**src/wbm_arb_pkg.sv**
```systemverilog
`default_nettype none

package wbm_arb_pkg;

  localparam int NUM_MASTERS = 4;
  localparam int MASTER_ID_W = 2; // enough bits to index NUM_MASTERS
  localparam int ADR_W       = 16;
  localparam int DAT_W       = 16;
  localparam int RAM_ADR_W   = 8; // ram sits where adr[15:8] == 0

  // request as seen by the shared slave port
  typedef struct packed {
    logic             we;
    logic [ADR_W-1:0] adr;
    logic [DAT_W-1:0] dat; // write data
  } wb_req_t;

  // response from whichever slave answered
  typedef struct packed {
    logic             ack;
    logic             err;
    logic [DAT_W-1:0] dat; // read data
  } wb_rsp_t;

  typedef enum logic [0:0] {
    ARB_IDLE = 1'b0,
    ARB_BUSY = 1'b1
  } arb_state_e;

endpackage

`default_nettype wire

```
**src/wbm_req_mux.sv**
```systemverilog
`timescale 1ns/1ps
`default_nettype none

module wbm_req_mux (
  input  wire  [wbm_arb_pkg::NUM_MASTERS-1:0]                   wbm_we_i,
  input  wire  [wbm_arb_pkg::ADR_W*wbm_arb_pkg::NUM_MASTERS-1:0] wbm_adr_i,
  input  wire  [wbm_arb_pkg::DAT_W*wbm_arb_pkg::NUM_MASTERS-1:0] wbm_dat_i,
  input  wire  [wbm_arb_pkg::MASTER_ID_W-1:0]                   grant_id_i,
  input  wbm_arb_pkg::wb_rsp_t                                  slv_rsp_i,
  output wbm_arb_pkg::wb_req_t                                  slv_req_o,
  output logic [wbm_arb_pkg::NUM_MASTERS-1:0]                   wbm_ack_o,
  output logic [wbm_arb_pkg::NUM_MASTERS-1:0]                   wbm_err_o,
  output logic [wbm_arb_pkg::DAT_W-1:0]                         wbm_dat_o
);

  // request of the granted master goes to the slave port
  always_comb begin
    slv_req_o.we  = wbm_we_i[grant_id_i];
    slv_req_o.adr = wbm_adr_i[grant_id_i*wbm_arb_pkg::ADR_W +: wbm_arb_pkg::ADR_W];
    slv_req_o.dat = wbm_dat_i[grant_id_i*wbm_arb_pkg::DAT_W +: wbm_arb_pkg::DAT_W];
  end

  // ack and err go back to the granted master only
  always_comb begin
    wbm_ack_o             = '0;
    wbm_err_o             = '0;
    wbm_ack_o[grant_id_i] = slv_rsp_i.ack;
    wbm_err_o[grant_id_i] = slv_rsp_i.err;
  end

  assign wbm_dat_o = slv_rsp_i.dat; // read data is broadcast

endmodule

`default_nettype wire

```
**config.mk**
```make
export PLATFORM = sky130hd
export DESIGN_NAME = wbm_req_mux
export DESIGN_NICKNAME = d
export VERILOG_FILES = /design/src/wbm_arb_pkg.sv /design/src/wbm_req_mux.sv
export SDC_FILE = /design/constraint.sdc
export NUM_CORES = 1
export LEC_CHECK = 0
export BUFFER_PORTS_ARGS = -buffer_cell sky130_fd_sc_hd__buf_2
export CAP_MARGIN = 20
export CORE_AREA = 2 2 81 83
export DETAILED_ROUTE_END_ITERATION = 8
export DIE_AREA = 0 0 83 85
export PLACE_DENSITY_LB_ADDON = 0.3
export SLEW_MARGIN = 0
export SYNTH_ARGS = -nofsm -noshare
export SYNTH_HDL_FRONTEND = slang
export SYNTH_SLANG_ARGS = --single-unit
export TNS_END_PERCENT = 30
```
**constraint.sdc**
```tcl
create_clock -name vclk -period 1.4
set_input_delay 0.21 -clock vclk [all_inputs]
set_output_delay 0.21 -clock vclk [all_outputs]
set_load 0.005 [all_outputs]
```
* After elaboration in Yosys (flattened, before gate mapping) *
Cells that the tools add are included.

operators by class
  muxes and demuxes = 4
  shift operators = 2
  bitwise operators = 2
  reduce and logical (&&, ||, !) cells = 1
  magnitude comparators = 2

operators with widths
  kind                                                                                  number
  64-bit by 7-bit variable part select with 16-bit output                               2
  4-bit bitwise AND                                                                     2
  2-bit by 3-bit < comparator with 1-bit output (second input constant)                 1
  1-bit binary-select mux with 2-bit select                                             1
  1-bit demux with 2-bit select                                                         1
  2-bit by 1-bit greater-or-equal comparator with 1-bit output (second input constant)  1
  1-bit 2-to-1 mux                                                                      2
  1-bit logical AND                                                                     1

storage, ports and cells
  word-level logic and storage cells = 11
  bits in registers = 0
  input bits = 152
  output and inout bits = 57

* Depth between registers and ports, before layout *
  depth after elaboration = 5
  depth in mapped cells = 3
  mapped depth without buffers = 1

* Least setup slack after synthesis *
No wires, ideal clock.

  path type = input to output
  start = input grant_id_i[0] (netlist name)
  end = output slv_req_o[10] (netlist name)
  required time = 1.190 ns
  arrival time = 0.972 ns
  stages = 3
  buffers on the path = 2
  path slack = 0.218 ns
  path through = buf_6 -> buf_12 -> mux4_2

RTL lines
  what                line               source
  start: declaration  wbm_req_mux.sv:8   input wire [wbm_arb_pkg::MASTER_ID_W-1:0] grant_id_i,
  end: declaration    wbm_req_mux.sv:10  output wbm_arb_pkg::wb_req_t slv_req_o,

==> summary.txt <==
Logic synthesis
  • Synth area leader: mux4_2
  • Synth top area share: 0.699
  • Post-Syn Area: 0.00103 mm2
  • Syn. warnings: 0
  • Sequential element share of the synthesized area: 0
  • Number of distinct library cells after synthesis: 10
  • Synth top area cells: mux4_2 (70%), buf_4 (12%), buf_12 (5.8%), and3b_1 (3.4%), mux4_1 (2.5%)
  • Syn avg cell area: 15.6 um2
  • Post-synthesis cell count: 66
  • Syn_nets: between 200 and 250

Finish
  • Commonest non-fill, non-tap cell in the layout: buf_2
  • Antenna diode count: 0
  • FFs & Latches: 0
  • Post-synthesis to final-layout area growth: 91.5%
  • Final core occ: 0.318
  • Multi-input logic area: a little over 800 um2
  • Final std cells w/o fill: 303
  • Final nets: 380
  • Most frequent cells in the layout: buf_2 (176), mux4_2 (32), buf_12 (5)
  • Design area: 0.00197 mm2
  • Layout cells sized above 1: 0.960
  • FF+latch area: 0 um2
  • Clock buffer count: 0
  • Fillers: 640

Power and ir drop
  • LEAKAGE: 1.05 nW
  • Peak supply drop: ~0.15 mV
  • Power Density: 300 mW/mm2

Detailed routing
  • Final WL: 4470 um
  • Drt drc: 0
  • Via total after detailed routing: 1360
  • Detailed Routing Iterations Pass 1: 4
  • Avg WL per Cell: ~15 um
  • Initial DRC count: 13
  • Detail Route Antenna Nets: 0
  • Vias per std cell: 4.49

Floorplanning
  • Row cnt: 29
  • Core ar.: ~0.0062 mm2
  • Io pins: 209
  • Initial Utilization: 0.166
  • Die width: around 83 um
  • Die area: 0.00706 mm2
  • Die height: 85 um

Run status
  • Status: complete, no violations

Setup path
  • Type of the worst setup path: input port to primary output
  • Required time of the critical path: 1.19 ns
  • Worst path arrival time: 1.14 ns
  • Setup crit end kind: primary output
  • CP Launch Type: input port
  • Worst-path maximum fanout: 5

Global route
  • Gr ovfl total: 0
  • Global Route Usage Sum: 0.115
  • Vias in the first global route: ~1400
  • Largest net degree at the start of global routing: 22
  • First-pass GRT wire length: 6760 um
  • Initial antenna violation count: 2

STA
  • Slew @ Worst Pin: 0.163 ns
  • Tmin final: between 1 and 1.5 ns
  • Final WS setup: 0.0452 ns
  • Slew headroom: 0.891
  • Fmax achieved: 738 MHz
  • RSZ-0062 raised after global routing: false
  • Fin. Hold Viols: 0
  • Period utilization: 0.968
  • Final setup viols: 0
  • Count of pins over their slew limit: 0

Run
  • Max Cap Viol: 0

Place
  • Cells after DPL: 300
  • Final GP Congestion: 0.670
  • Post-DP Area: around 0.0019 mm2
  • DP HPWL: 3860 um
  • Place WS: -0.0632 ns
  • Port bufs: approximately 180

Clocking
  • Hold buffers post-CTS: 0

Min path
  • HP Class: input port to primary output
where the power goes:
| group | total [mW] | switching, mW | internal, mW |
|---|---|---|---|
| Combinational | 0.592 | 0.189 | 0.403 |
| Sequential | 0 | 0 | 0 |
| Clock | 0 | 0 | 0 |
path summary, 6_finish.rpt:
check                         start  cells past startpoint       endpoint
worst max-delay path  grant_id_i[0]                      4   slv_req_o[4]
worst min-delay path  slv_rsp_i[14]                      0  wbm_dat_o[14]
worst max-delay path, stage by stage:
cell,delay [ns]
buf_12,0.12
buf_12,0.13
mux4_1,0.54
buf_2,0.14
cell families after synthesis:
group	count (synthesis)	share of synthesized area
and+or+nand+nor	8	0.0607
muxes	33	0.725
buffers and inverters	25	0.215
cell usage after synthesis, drive strengths merged:
cell     n
clkbuf   1
and3b    4
nor3b    2
mux4    33
and3     2
buf     24
layer usage:
layer / up-vias / part of all wire / global-route usage
met5: - / 0.0047 / 0
met4: 4 / 0.015 / 0.0149
met3: 15 / 0.11 / 0.0370
met2: 100 / 0.52 / 0.219
met1: 637 / 0.35 / 0.127
li1: 604 / - / -
cell type report:
type               instances  share of cell area
well taps                 77              0.0488
multi-input cells         41               0.410
repair buffers           185               0.541
timing repair:
action	4_1_cts	5_1_grt
endpoints found under the setup margin	21	1
buffers inserted	0	0
gates cloned	2	1
hold endpoints to repair	0	0
resized for setup	6	0
metrics by stage:
step / hold slack (ns) / TNS [ns] / total power [mW]
after global placement: 0.420 / -0.489 / 0.554
final: 0.420 / 0 / 0.592
after detailed placement: 0.420 / -0.755 / 0.566
after global routing: 0.420 / 0 / 0.644
after floorplan: 0.501 / 0 / 0.301
after CTS: 0.420 / 0 / 0.596
Power figures use the tool's default switching activity.
