**config.mk**
```make
export PLATFORM = sky130hd
export DESIGN_NAME = wbm_arbiter
export DESIGN_NICKNAME = d
export VERILOG_FILES = /design/src/wbm_arb_pkg.sv /design/src/wbm_arbiter.sv
export SDC_FILE = /design/constraint.sdc
export NUM_CORES = 1
export LEC_CHECK = 0
export BUFFER_PORTS_ARGS = -buffer_cell sky130_fd_sc_hd__buf_2
export CAP_MARGIN = 20
export CORE_AREA = 10 10 47 49
export CTS_BUF_LIST = sky130_fd_sc_hd__clkbuf_4
export CTS_CLUSTER_SIZE = 12
export DETAILED_ROUTE_END_ITERATION = 10
export DIE_AREA = 0 0 57 59
export PLACE_DENSITY = 0.71
export SLEW_MARGIN = 10
export SYNTH_ARGS = -nofsm -noshare
export SYNTH_HDL_FRONTEND = slang
export SYNTH_SLANG_ARGS = --single-unit
```
**constraint.sdc**
```tcl
create_clock -name wb_clk_i -period 3.4 [get_ports wb_clk_i]
set_input_delay 0.51 -clock wb_clk_i [delete_from_list [all_inputs] [get_ports wb_clk_i]]
set_output_delay 0.51 -clock wb_clk_i [all_outputs]
set_load 0.01 [all_outputs]
```
**src/wbm_arb_pkg.sv**
```systemverilog
`default_nettype none

package wbm_arb_pkg;

  localparam int NUM_MASTERS = 4;
  localparam int MASTER_ID_W = 2; // enough bits to index NUM_MASTERS
  localparam int ADR_W       = 16;
  localparam int DAT_W       = 16;
  localparam int RAM_ADR_W   = 8; // ram sits where adr[15:8] == 0

  // request as seen by the shared slave port
  typedef struct packed {
    logic             we;
    logic [ADR_W-1:0] adr;
    logic [DAT_W-1:0] dat; // write data
  } wb_req_t;

  // response from whichever slave answered
  typedef struct packed {
    logic             ack;
    logic             err;
    logic [DAT_W-1:0] dat; // read data
  } wb_rsp_t;

  typedef enum logic [0:0] {
    ARB_IDLE = 1'b0,
    ARB_BUSY = 1'b1
  } arb_state_e;

endpackage

`default_nettype wire

```
**src/wbm_arbiter.sv**
```systemverilog
`timescale 1ns/1ps
`default_nettype none

module wbm_arbiter (
  input  wire                                         wb_clk_i,
  input  wire                                         wb_rst_i,
  input  wire  [wbm_arb_pkg::NUM_MASTERS-1:0]         wbm_cyc_i,
  input  wire  [wbm_arb_pkg::NUM_MASTERS-1:0]         wbm_stb_i,
  input  wire  [wbm_arb_pkg::NUM_MASTERS-1:0]         wbm_mask_i,
  input  wbm_arb_pkg::wb_rsp_t                        slv_rsp_i,
  output logic                                        slv_stb_o,
  output logic [wbm_arb_pkg::MASTER_ID_W-1:0]         grant_id_o
);

  logic [wbm_arb_pkg::NUM_MASTERS-1:0] pending;
  logic [wbm_arb_pkg::NUM_MASTERS-1:0] bits_to_set;
  logic [wbm_arb_pkg::NUM_MASTERS-1:0] bit_to_clear;
  logic [wbm_arb_pkg::NUM_MASTERS-1:0] next_pending;
  logic [wbm_arb_pkg::MASTER_ID_W-1:0] next_grant;
  logic                                rsp_valid;
  logic                                issue;
  wbm_arb_pkg::arb_state_e             state;

  // highest-numbered pending master wins
  function automatic logic [wbm_arb_pkg::MASTER_ID_W-1:0] pick_master(
    input logic [wbm_arb_pkg::NUM_MASTERS-1:0] req
  );
    logic [wbm_arb_pkg::MASTER_ID_W-1:0] id;
    id = '0;
    for (int i = 0; i < wbm_arb_pkg::NUM_MASTERS; i++) begin
      if (req[i]) begin
        id = i[wbm_arb_pkg::MASTER_ID_W-1:0];
      end
    end
    return id;
  endfunction

  assign rsp_valid   = slv_rsp_i.ack | slv_rsp_i.err;
  assign bits_to_set = wbm_cyc_i & wbm_stb_i & wbm_mask_i;

  always_comb begin
    bit_to_clear             = '0;
    bit_to_clear[grant_id_o] = rsp_valid; // only the granted transfer ends
  end

  // a new request on the same master keeps its bit set
  assign next_pending = (pending & ~bit_to_clear) | bits_to_set;
  assign next_grant   = pick_master(next_pending);

  // bus is free when idle or when the current transfer ends this cycle
  assign issue = ((state == wbm_arb_pkg::ARB_IDLE) || rsp_valid) && (|next_pending);

  always_ff @(posedge wb_clk_i) begin
    slv_stb_o <= 1'b0; // strobe is a single-cycle pulse
    if (wb_rst_i) begin
      pending    <= '0;
      grant_id_o <= '0;
      state      <= wbm_arb_pkg::ARB_IDLE;
    end else begin
      pending <= next_pending;
      if (issue) begin
        grant_id_o <= next_grant; // held until the response comes back
        slv_stb_o  <= 1'b1;
        state      <= wbm_arb_pkg::ARB_BUSY;
      end else if (rsp_valid) begin
        state <= wbm_arb_pkg::ARB_IDLE;
      end
    end
  end

  // slave needs a cycle to answer before the next strobe can go out
  a_stb_gap: assert property (
    @(posedge wb_clk_i) disable iff (wb_rst_i)
    slv_stb_o |=> !slv_stb_o
  ) else $error("slave strobe high in two consecutive cycles");

  a_rsp_busy: assert property (
    @(posedge wb_clk_i) disable iff (wb_rst_i)
    rsp_valid |-> (state == wbm_arb_pkg::ARB_BUSY)
  ) else $error("slave response with no transfer outstanding");

endmodule

`default_nettype wire

```
* Word level (Yosys, flattened, before mapping)
Index checks and enable logic that the tools add are counted.
Word-level totals: register bits 8, bits in latches 0, memory bits (writable) 0, bits in read-only memories 0, bits of input ports 32, output and inout port bits 3, word-level logic and storage cells 27, memories kept 0
Cells by class: $add $sub $neg 0, multipliers 0, divide/modulo/power cells 0, $lt $le $gt $ge 2, eq/ne operators 0, shifts and indexed selects 0, multiplexer cells 8, bitwise logic cells 8, reductions and logical operators 5
Operators by type and width (number):
- 4-bit bitwise AND | 4
- 1-bit two-way mux | 5
- 2-bit two-way mux | 2
- 4-bit inverter | 1
- 4-bit OR | 1
- 4-bit OR reduction | 1
- 2-bit by 3-bit < comparator with 1-bit output, second input constant | 1
- 1-bit demux with 2-bit select | 1
- 2-bit by 1-bit >= comparator with 1-bit output, second input constant | 1
- 1-bit logical AND | 2
- 2-bit nonzero test | 1
- 1-bit logical OR | 1
- 1-bit inverter | 1
- 1-bit OR | 1

* Logic depth before layout (Yosys ltp)
Gate-level depths: netlist (run 1).
word-level depth 11, mapped depth 5, gate-level depth less buffers 5

* Worst setup path before layout (run 1)
No wires, ideal clock.
kind flip-flop to flip-flop, from reg grant_id_o[0] (netlist bit), to reg grant_id_o[0] (netlist bit), library setup time 0.121 ns, arrival time 1.584 ns, slack 1.695 ns, stages on the path, launching flop included 6, buffers on the path 0, clock period less this slack 1.705 ns, cells stage by stage dfxtp_1 > mux2_4 > o32ai_2 > nand3_2 > o21a_2 > mux2_4
On the way: longest elaborated chain between the ends 11, elaborated cells on any way between the ends 14, those cells by class order compare: 2; mux: 5; bitwise: 4; reduce/logical: 3
Ends and longest elaborated chain:
- start, declared | line wbm_arbiter.sv:12 | output logic [wbm_arb_pkg::MASTER_ID_W-1:0] grant_id_o
- start signal, assigned | line wbm_arbiter.sv:62 | grant_id_o <= next_grant;
- 2-bit by 3-bit < comparator with 1-bit output (not written as such) / 2-bit by 1-bit >= comparator with 1-bit output (equally long branches) | line wbm_arbiter.sv:43 | bit_to_clear[grant_id_o] = rsp_valid;
- 1-bit logical AND (not written as such) | line wbm_arbiter.sv:43
- 1-bit two-way mux (not written as such) | line wbm_arbiter.sv:43
- 1-bit demux with 2-bit select * | line wbm_arbiter.sv:43
- 4-bit bitwise AND (no line) *
- 4-bit inverter * | line wbm_arbiter.sv:47 | assign next_pending = (pending & ~bit_to_clear) | bits_to_set;
- 4-bit bitwise AND * | line wbm_arbiter.sv:47
- 4-bit OR * | line wbm_arbiter.sv:47
- 1-bit two-way mux | line wbm_arbiter.sv:31 | if (req[i]) begin
- 2-bit two-way mux (2 in series) | line wbm_arbiter.sv:31
Mark *: on every way between the ends. The rest lies on a longest branch, timed or not. A chain may end at the register's enable or synchronous reset.

* Final worst setup path (run 1)
Same ends and word-level chain as after synthesis.

==> impl_metrics.env, run 1 <==
export IMPL_multiInputGateArea_um2=213
export IMPL_final_setup_viol_count=0
export IMPL_cts_tree="done"
export IMPL_slew_violations=0
export IMPL_cp_max_fo=6
export IMPL_dieArea_um2=3360
export IMPL_io_pins=35
export IMPL_n_antenna_cell=0
export IMPL_fin_tns_setup_ns=0
export IMPL_syn_avg_cell_area_um2=9.06
export IMPL_regArea_um2=160
export IMPL_start_kind="flop"
export IMPL_rows=14
export IMPL_max_freq_ghz=0.573
export IMPL_clock_latency_ns=0.25
export IMPL_cap_violations=0
export IMPL_post_synth_top_area_cell="dfxtp_1"
export IMPL_crit_path_end_kind="flop"
export IMPL_synth_cell_type_count=19
export IMPL_slew_limit_headroom_pct=77.8
export IMPL_sw_frac_of_total_pct=26.7
export IMPL_wl_per_cell_um=12.8
export IMPL_yosysWarnings=0
export IMPL_postRouteAntennaNets=0
export IMPL_drcViolationCount=0
export IMPL_grt_pass1_vias=450
export IMPL_min_path_type="reg -> reg"
export IMPL_cp_arrival_ns=1.89
export IMPL_peakVddDrop_mv=0.208
export IMPL_drtPass1Iterations=4
export IMPL_vias=381
export IMPL_switching_power_mw=0.0607
export IMPL_fin_nets=96
export IMPL_core_area_um2=1400
export IMPL_drtIter0Drc=5
export IMPL_antenna_found_initial=0
export IMPL_overflow=0
export IMPL_p_int_mw=0.167
export IMPL_cts_made_buffers=3
export IMPL_worst_pin_slew_ns=0.332
export IMPL_cp_slowest_cell="dfxtp_1"
export IMPL_status="completed"
export IMPL_grt_use_total_pct=6.35
export IMPL_p_leak_nw=0.236
export IMPL_mostFrequentLayoutCells="18 x buf_2, 8 x dfxtp_1, 6 x nor2_1"
export IMPL_seq_area_frac_synth_pct=42.1
export IMPL_start_util_pct=27.1
export IMPL_min_period_over_period_pct=51.4
export IMPL_cts_max_path_buffers=2
export IMPL_syn_instance_count=42
export IMPL_htree_num_levels=1
export IMPL_cts_root_buf="clkbuf_4"
export IMPL_fp_dieW_um=57
export IMPL_cp_required_ns=3.54
export IMPL_seqPwrFrac_pct=48.1
export IMPL_synth_top_area_share_pct=42.1
export IMPL_fin_crit_ns=1.75
export IMPL_pwr_density_cell_nw_per_um2=446
export IMPL_fillers=157
export IMPL_fin_skew_ns=0.000787
export IMPL_clk_pin_slew_ns=0.05
export IMPL_clkPwrFrac_pct=31.7
export IMPL_finalHoldViolations=0
export IMPL_hold_buffers=0
export IMPL_die_h_um=59
export IMPL_pwr_share_comb_pct=20.1
export IMPL_synthToLayoutAreaGrowth_pct=33.9
export IMPL_grt_max_degree=10
export IMPL_rsz0062_at_grt="no"
export IMPL_layout_drive_gt1_share_pct=41.9
export IMPL_yosys_top_cells_area="dfxtp_1 42%, mux2_4 7.9%, a21oi_1 6.6%"
export IMPL_cts_resized=0
export IMPL_dp_cells=75
export IMPL_synth_area_um2=380
export IMPL_crit_chain="mux2_4 -> o32ai_2 -> nand3_2 -> o21a_2 -> mux2_4"
export IMPL_stdcell_count=78
export IMPL_grt_pass1_wl_mm=1.73
export IMPL_cpMostUsedCell="mux2_4"
export IMPL_synth_seq_cells=8
export IMPL_synth_nets=74
export IMPL_final_common_cell="buf_2"
export IMPL_dp_hpwl_um=859
export IMPL_postCtsSetupRepairBufs=0
export IMPL_cpPeakStageDelay_ns=0.44
export IMPL_portBuffers=18
export IMPL_drt_total_wl_um=997
export IMPL_cts_sinks=8
export IMPL_avgViaCountPerCell=4.88
export IMPL_critPathKind="reg -> reg"
export IMPL_globalplace_congestion=0.745
layer usage:
metal / routed length (um) / share of wire (%) / global-route usage, % / up-vias
li1: - / - / - / 195
met1: 439 / 44 / 6.04 / 172
met2: 482 / 48 / 11.3 / 14
met3: 76 / 7.6 / 3.65 / 0
met4: 0 / 0 / 2.01 / 0
met5: 0 / 0 / 0 / -
kinds of logic after synthesis:
kind of cell,after synthesis,synth area share (%)
muxes,2,7.90
buffers and inverters,2,1.97
and+or+nand+nor,15,19.1
AOI/OAI and AO/OA,15,28.9
DFF,8,42.1
critical path: cells and delay by family (launching register included):
kind               cells  cell delay, ns
AOI/OAI and AO/OA      2            0.45
DFF                    1            0.44
muxes                  2            0.62
and+or+nand+nor        1            0.13
layout make-up:
class | count | share of cell area [%]
multi-input cells | 32 | 41.8
repair buffers | 18 | 17.7
clock buffers | 3 | 4.42
inverters | 1 | 0.737
well taps | 16 | 3.93
flip-flops and latches | 8 | 31.4
Yosys cell counts:
master,instances
a21bo_1,1
o211ai_1,2
o31a_1,1
nand2_1,2
inv_1,1
dfxtp_1,8
a32oi_1,1
buf_1,1
o32ai_2,1
mux2_4,2
nand3_1,4
nor2_1,6
and3_1,1
o31ai_1,1
o21a_2,1
nor2b_1,1
o21ai_1,2
nand3_2,1
a21oi_1,5
per-stage QoR:
| step | hold slack, ns | area, um2 | setup slack [ns] | utilization, % | total power, mW |
|---|---|---|---|---|---|
| 2_1_floorplan | 0.465 | 380 | 1.69 | - | 0.139 |
| 3_3_place_gp | 0.478 | 487 | 1.60 | 34.7 | 0.156 |
| 3_5_place_dp | 0.501 | 487 | 1.63 | 34.7 | 0.158 |
| 4_1_cts | 0.513 | 509 | 1.65 | 36.3 | 0.230 |
| 5_1_grt | 0.541 | 509 | 1.56 | 36.3 | 0.242 |
| 6_report | 0.508 | 509 | 1.65 | 36.3 | 0.227 |
path summary, 6_finish.rpt:
kind	from	to	slack (ns)	cells after the start
max	grant_id_o[0]	grant_id_o[0]	1.65	5
min	pending[3]	pending[3]	0.51	2
max reg2reg	grant_id_o[0]	grant_id_o[0]	1.65	5
min reg2reg	pending[3]	pending[3]	0.51	2
state kept, by name (all words and copies together) (netlist names):
register	flops
slv_stb_o	1
state	1
pending	4
grant_id_o	2
power by group through the flow:
stage	clock network, mW	logic (mW)	registers [mW]
after detailed placement	0	0.0466	0.111
after floorplan	0	0.0269	0.112
final	0.0721	0.0457	0.109
after CTS	0.0734	0.0467	0.109
after global placement	0	0.0450	0.111
after global routing	0.0793	0.0519	0.111
No activity file was read; power rests on OpenSTA's default activity.
==> run 2: changes to the inputs <==
clock period = 1.8 ns   (was 3.4 ns; I/O delays follow)
==> impl_metrics.env, run 2 (synthesis gave the netlist of run 1 again) <==
export IMPL_status="completed"
export IMPL_fillers=163
export IMPL_drtIter0Drc=4
export IMPL_largest_register="pending"
export IMPL_layout_drive_gt1_share_pct=43.8
export IMPL_sw_frac_of_total_pct=26.7
export IMPL_n_antenna_cell=0
export IMPL_clkPwrFrac_pct=31.0
export IMPL_drtPass1Iterations=4
export IMPL_min_path_cells=2
export IMPL_start_util_pct=27.1
export IMPL_cp_arrival_ns=1.81
export IMPL_stdcell_count=80
export IMPL_antenna_found_initial=0
export IMPL_cts_sinks=8
export IMPL_overflow=0
export IMPL_mostFrequentLayoutCells="18 x buf_2, 8 x dfxtp_1, 6 x nor2_1"
export IMPL_grt_pass1_vias=449
export IMPL_wl_per_cell_um=13.3
export IMPL_peakVddDrop_mv=0.310
export IMPL_seqPwrFrac_pct=46.7
export IMPL_fp_dieW_um=57
export IMPL_min_path_type="in -> reg"
export IMPL_grt_pass1_wl_mm=1.72
export IMPL_globalplace_congestion=0.750
export IMPL_avgViaCountPerCell=4.95
export IMPL_p_leak_nw=0.245
export IMPL_cts_max_path_buffers=2
export IMPL_grt_max_degree=10
export IMPL_worst_pin_slew_ns=0.337
export IMPL_rows=14
export IMPL_fin_nets=98
export IMPL_hold_end="pending[3]"
export IMPL_fin_tns_setup_ns=0
export IMPL_dieArea_um2=3360
export IMPL_worstReg2RegStart="grant_id_o[0]"
export IMPL_final_common_cell="buf_2"
export IMPL_rsz0062_at_grt="no"
export IMPL_die_h_um=59
export IMPL_pwr_density_cell_nw_per_um2=833
export IMPL_pwr_share_comb_pct=22.3
export IMPL_core_area_um2=1400
export IMPL_r2r_end="grant_id_o[0]"
export IMPL_cp_required_ns=1.94
export IMPL_portBuffers=18
export IMPL_dp_cells=77
export IMPL_postCtsSetupRepairBufs=0
export IMPL_max_freq_ghz=0.597
export IMPL_hold_buffers=0
export IMPL_postRouteAntennaNets=0
export IMPL_cts_root_buf="clkbuf_4"
export IMPL_drt_total_wl_mm=1.06
export IMPL_slew_violations=0
export IMPL_synthToLayoutAreaGrowth_pct=37.8
export IMPL_r2r_cells=5
export IMPL_drcViolationCount=0
export IMPL_vias=396
export IMPL_io_pins=35
export IMPL_switching_power_mw=0.117
export IMPL_clk_pin_slew_ns=0.05
export IMPL_largest_reg_flops=4
export IMPL_start_kind="flop"
export IMPL_cts_tree="done"
export IMPL_fin_skew_ns=0.000232
export IMPL_p_int_mw=0.320
export IMPL_dp_hpwl_um=899
export IMPL_final_setup_viol_count=0
export IMPL_top_regs="pending x4, grant_id_o x2"
export IMPL_r2r_slack_ns=0.13
export IMPL_fin_crit_ns=1.67
export IMPL_cap_violations=0
export IMPL_cp_max_fo=3
export IMPL_min_from="wb_rst_i"
export IMPL_htree_num_levels=1
export IMPL_fin_util_pct=37.4
export IMPL_min_period_over_period_pct=93.0
export IMPL_critPathKind="reg -> reg"
export IMPL_cts_resized=0
export IMPL_crit_path_end_kind="flop"
export IMPL_cts_made_buffers=3
export IMPL_slew_limit_headroom_pct=77.4
export IMPL_finalHoldViolations=0
export IMPL_clock_latency_ns=0.25
export IMPL_grt_use_total_pct=6.36
-- run 2: cell types whose count changed in the layout (fill, tap and decap cells not counted) --
cell	before	now
buf_4	0	2
-- run 2: critical path, stage by stage, from the launching register on --
cell	delay (ns)
dfxtp_1	0.36
mux2_4	0.31
o32ai_2	0.21
nand3_2	0.13
o21a_2	0.24
mux2_4	0.30
-- run 2: worst max-delay path by stage --
stage	startpoint	to	cells past startpoint	slack (ns)
after floorplan	grant_id_o[0]	grant_id_o[0]	5	0.09
after global placement	grant_id_o[0]	grant_id_o[0]	5	0.18
after detailed placement	grant_id_o[0]	grant_id_o[0]	5	0.13
after CTS	grant_id_o[0]	grant_id_o[0]	5	0.12
after global routing	grant_id_o[1]	grant_id_o[0]	5	0.04
final	grant_id_o[0]	grant_id_o[0]	5	0.13
-- run 2: metal layers --
metal	GRT usage, %	vias to the layer above	part of all wire, %
li1	-	200	-
met1	5.36	176	38
met2	11.5	18	49
met3	3.86	2	11
met4	3.36	0	2.0
met5	0	-	0
-- run 2: area by class of cell --
| type | count | area (um2) | share of cell area (%) |
|---|---|---|---|
| multi-input cells | 32 | 213 | 40.6 |
| flip-flops and latches | 8 | 160 | 30.5 |
| repair buffers | 20 | 105 | 20.0 |
| clock buffers | 3 | 22.5 | 4.30 |
| well taps | 16 | 20.0 | 3.82 |
| inverters | 1 | 3.75 | 0.716 |
-- run 2: per-stage QoR --
step                area (um2)  hold slack [ns]  worst slack [ns]  power (mW)
detailed placement         502            0.495             0.132       0.306
CTS                        524            0.288             0.119       0.443
floorplan                  380            0.459            0.0947       0.262
global route               524            0.305            0.0362       0.464
finish                     524            0.296             0.126       0.437
global placement           502            0.479             0.179       0.301
-- run 2: power by group through the flow --
stage / sequential (mW) / clock (mW) / combinational [mW]
floorplan: 0.211 / 0 / 0.0509
global placement: 0.207 / 0 / 0.0939
detailed placement: 0.208 / 0 / 0.0985
CTS: 0.204 / 0.140 / 0.0988
global route: 0.207 / 0.149 / 0.108
finish: 0.204 / 0.135 / 0.0976
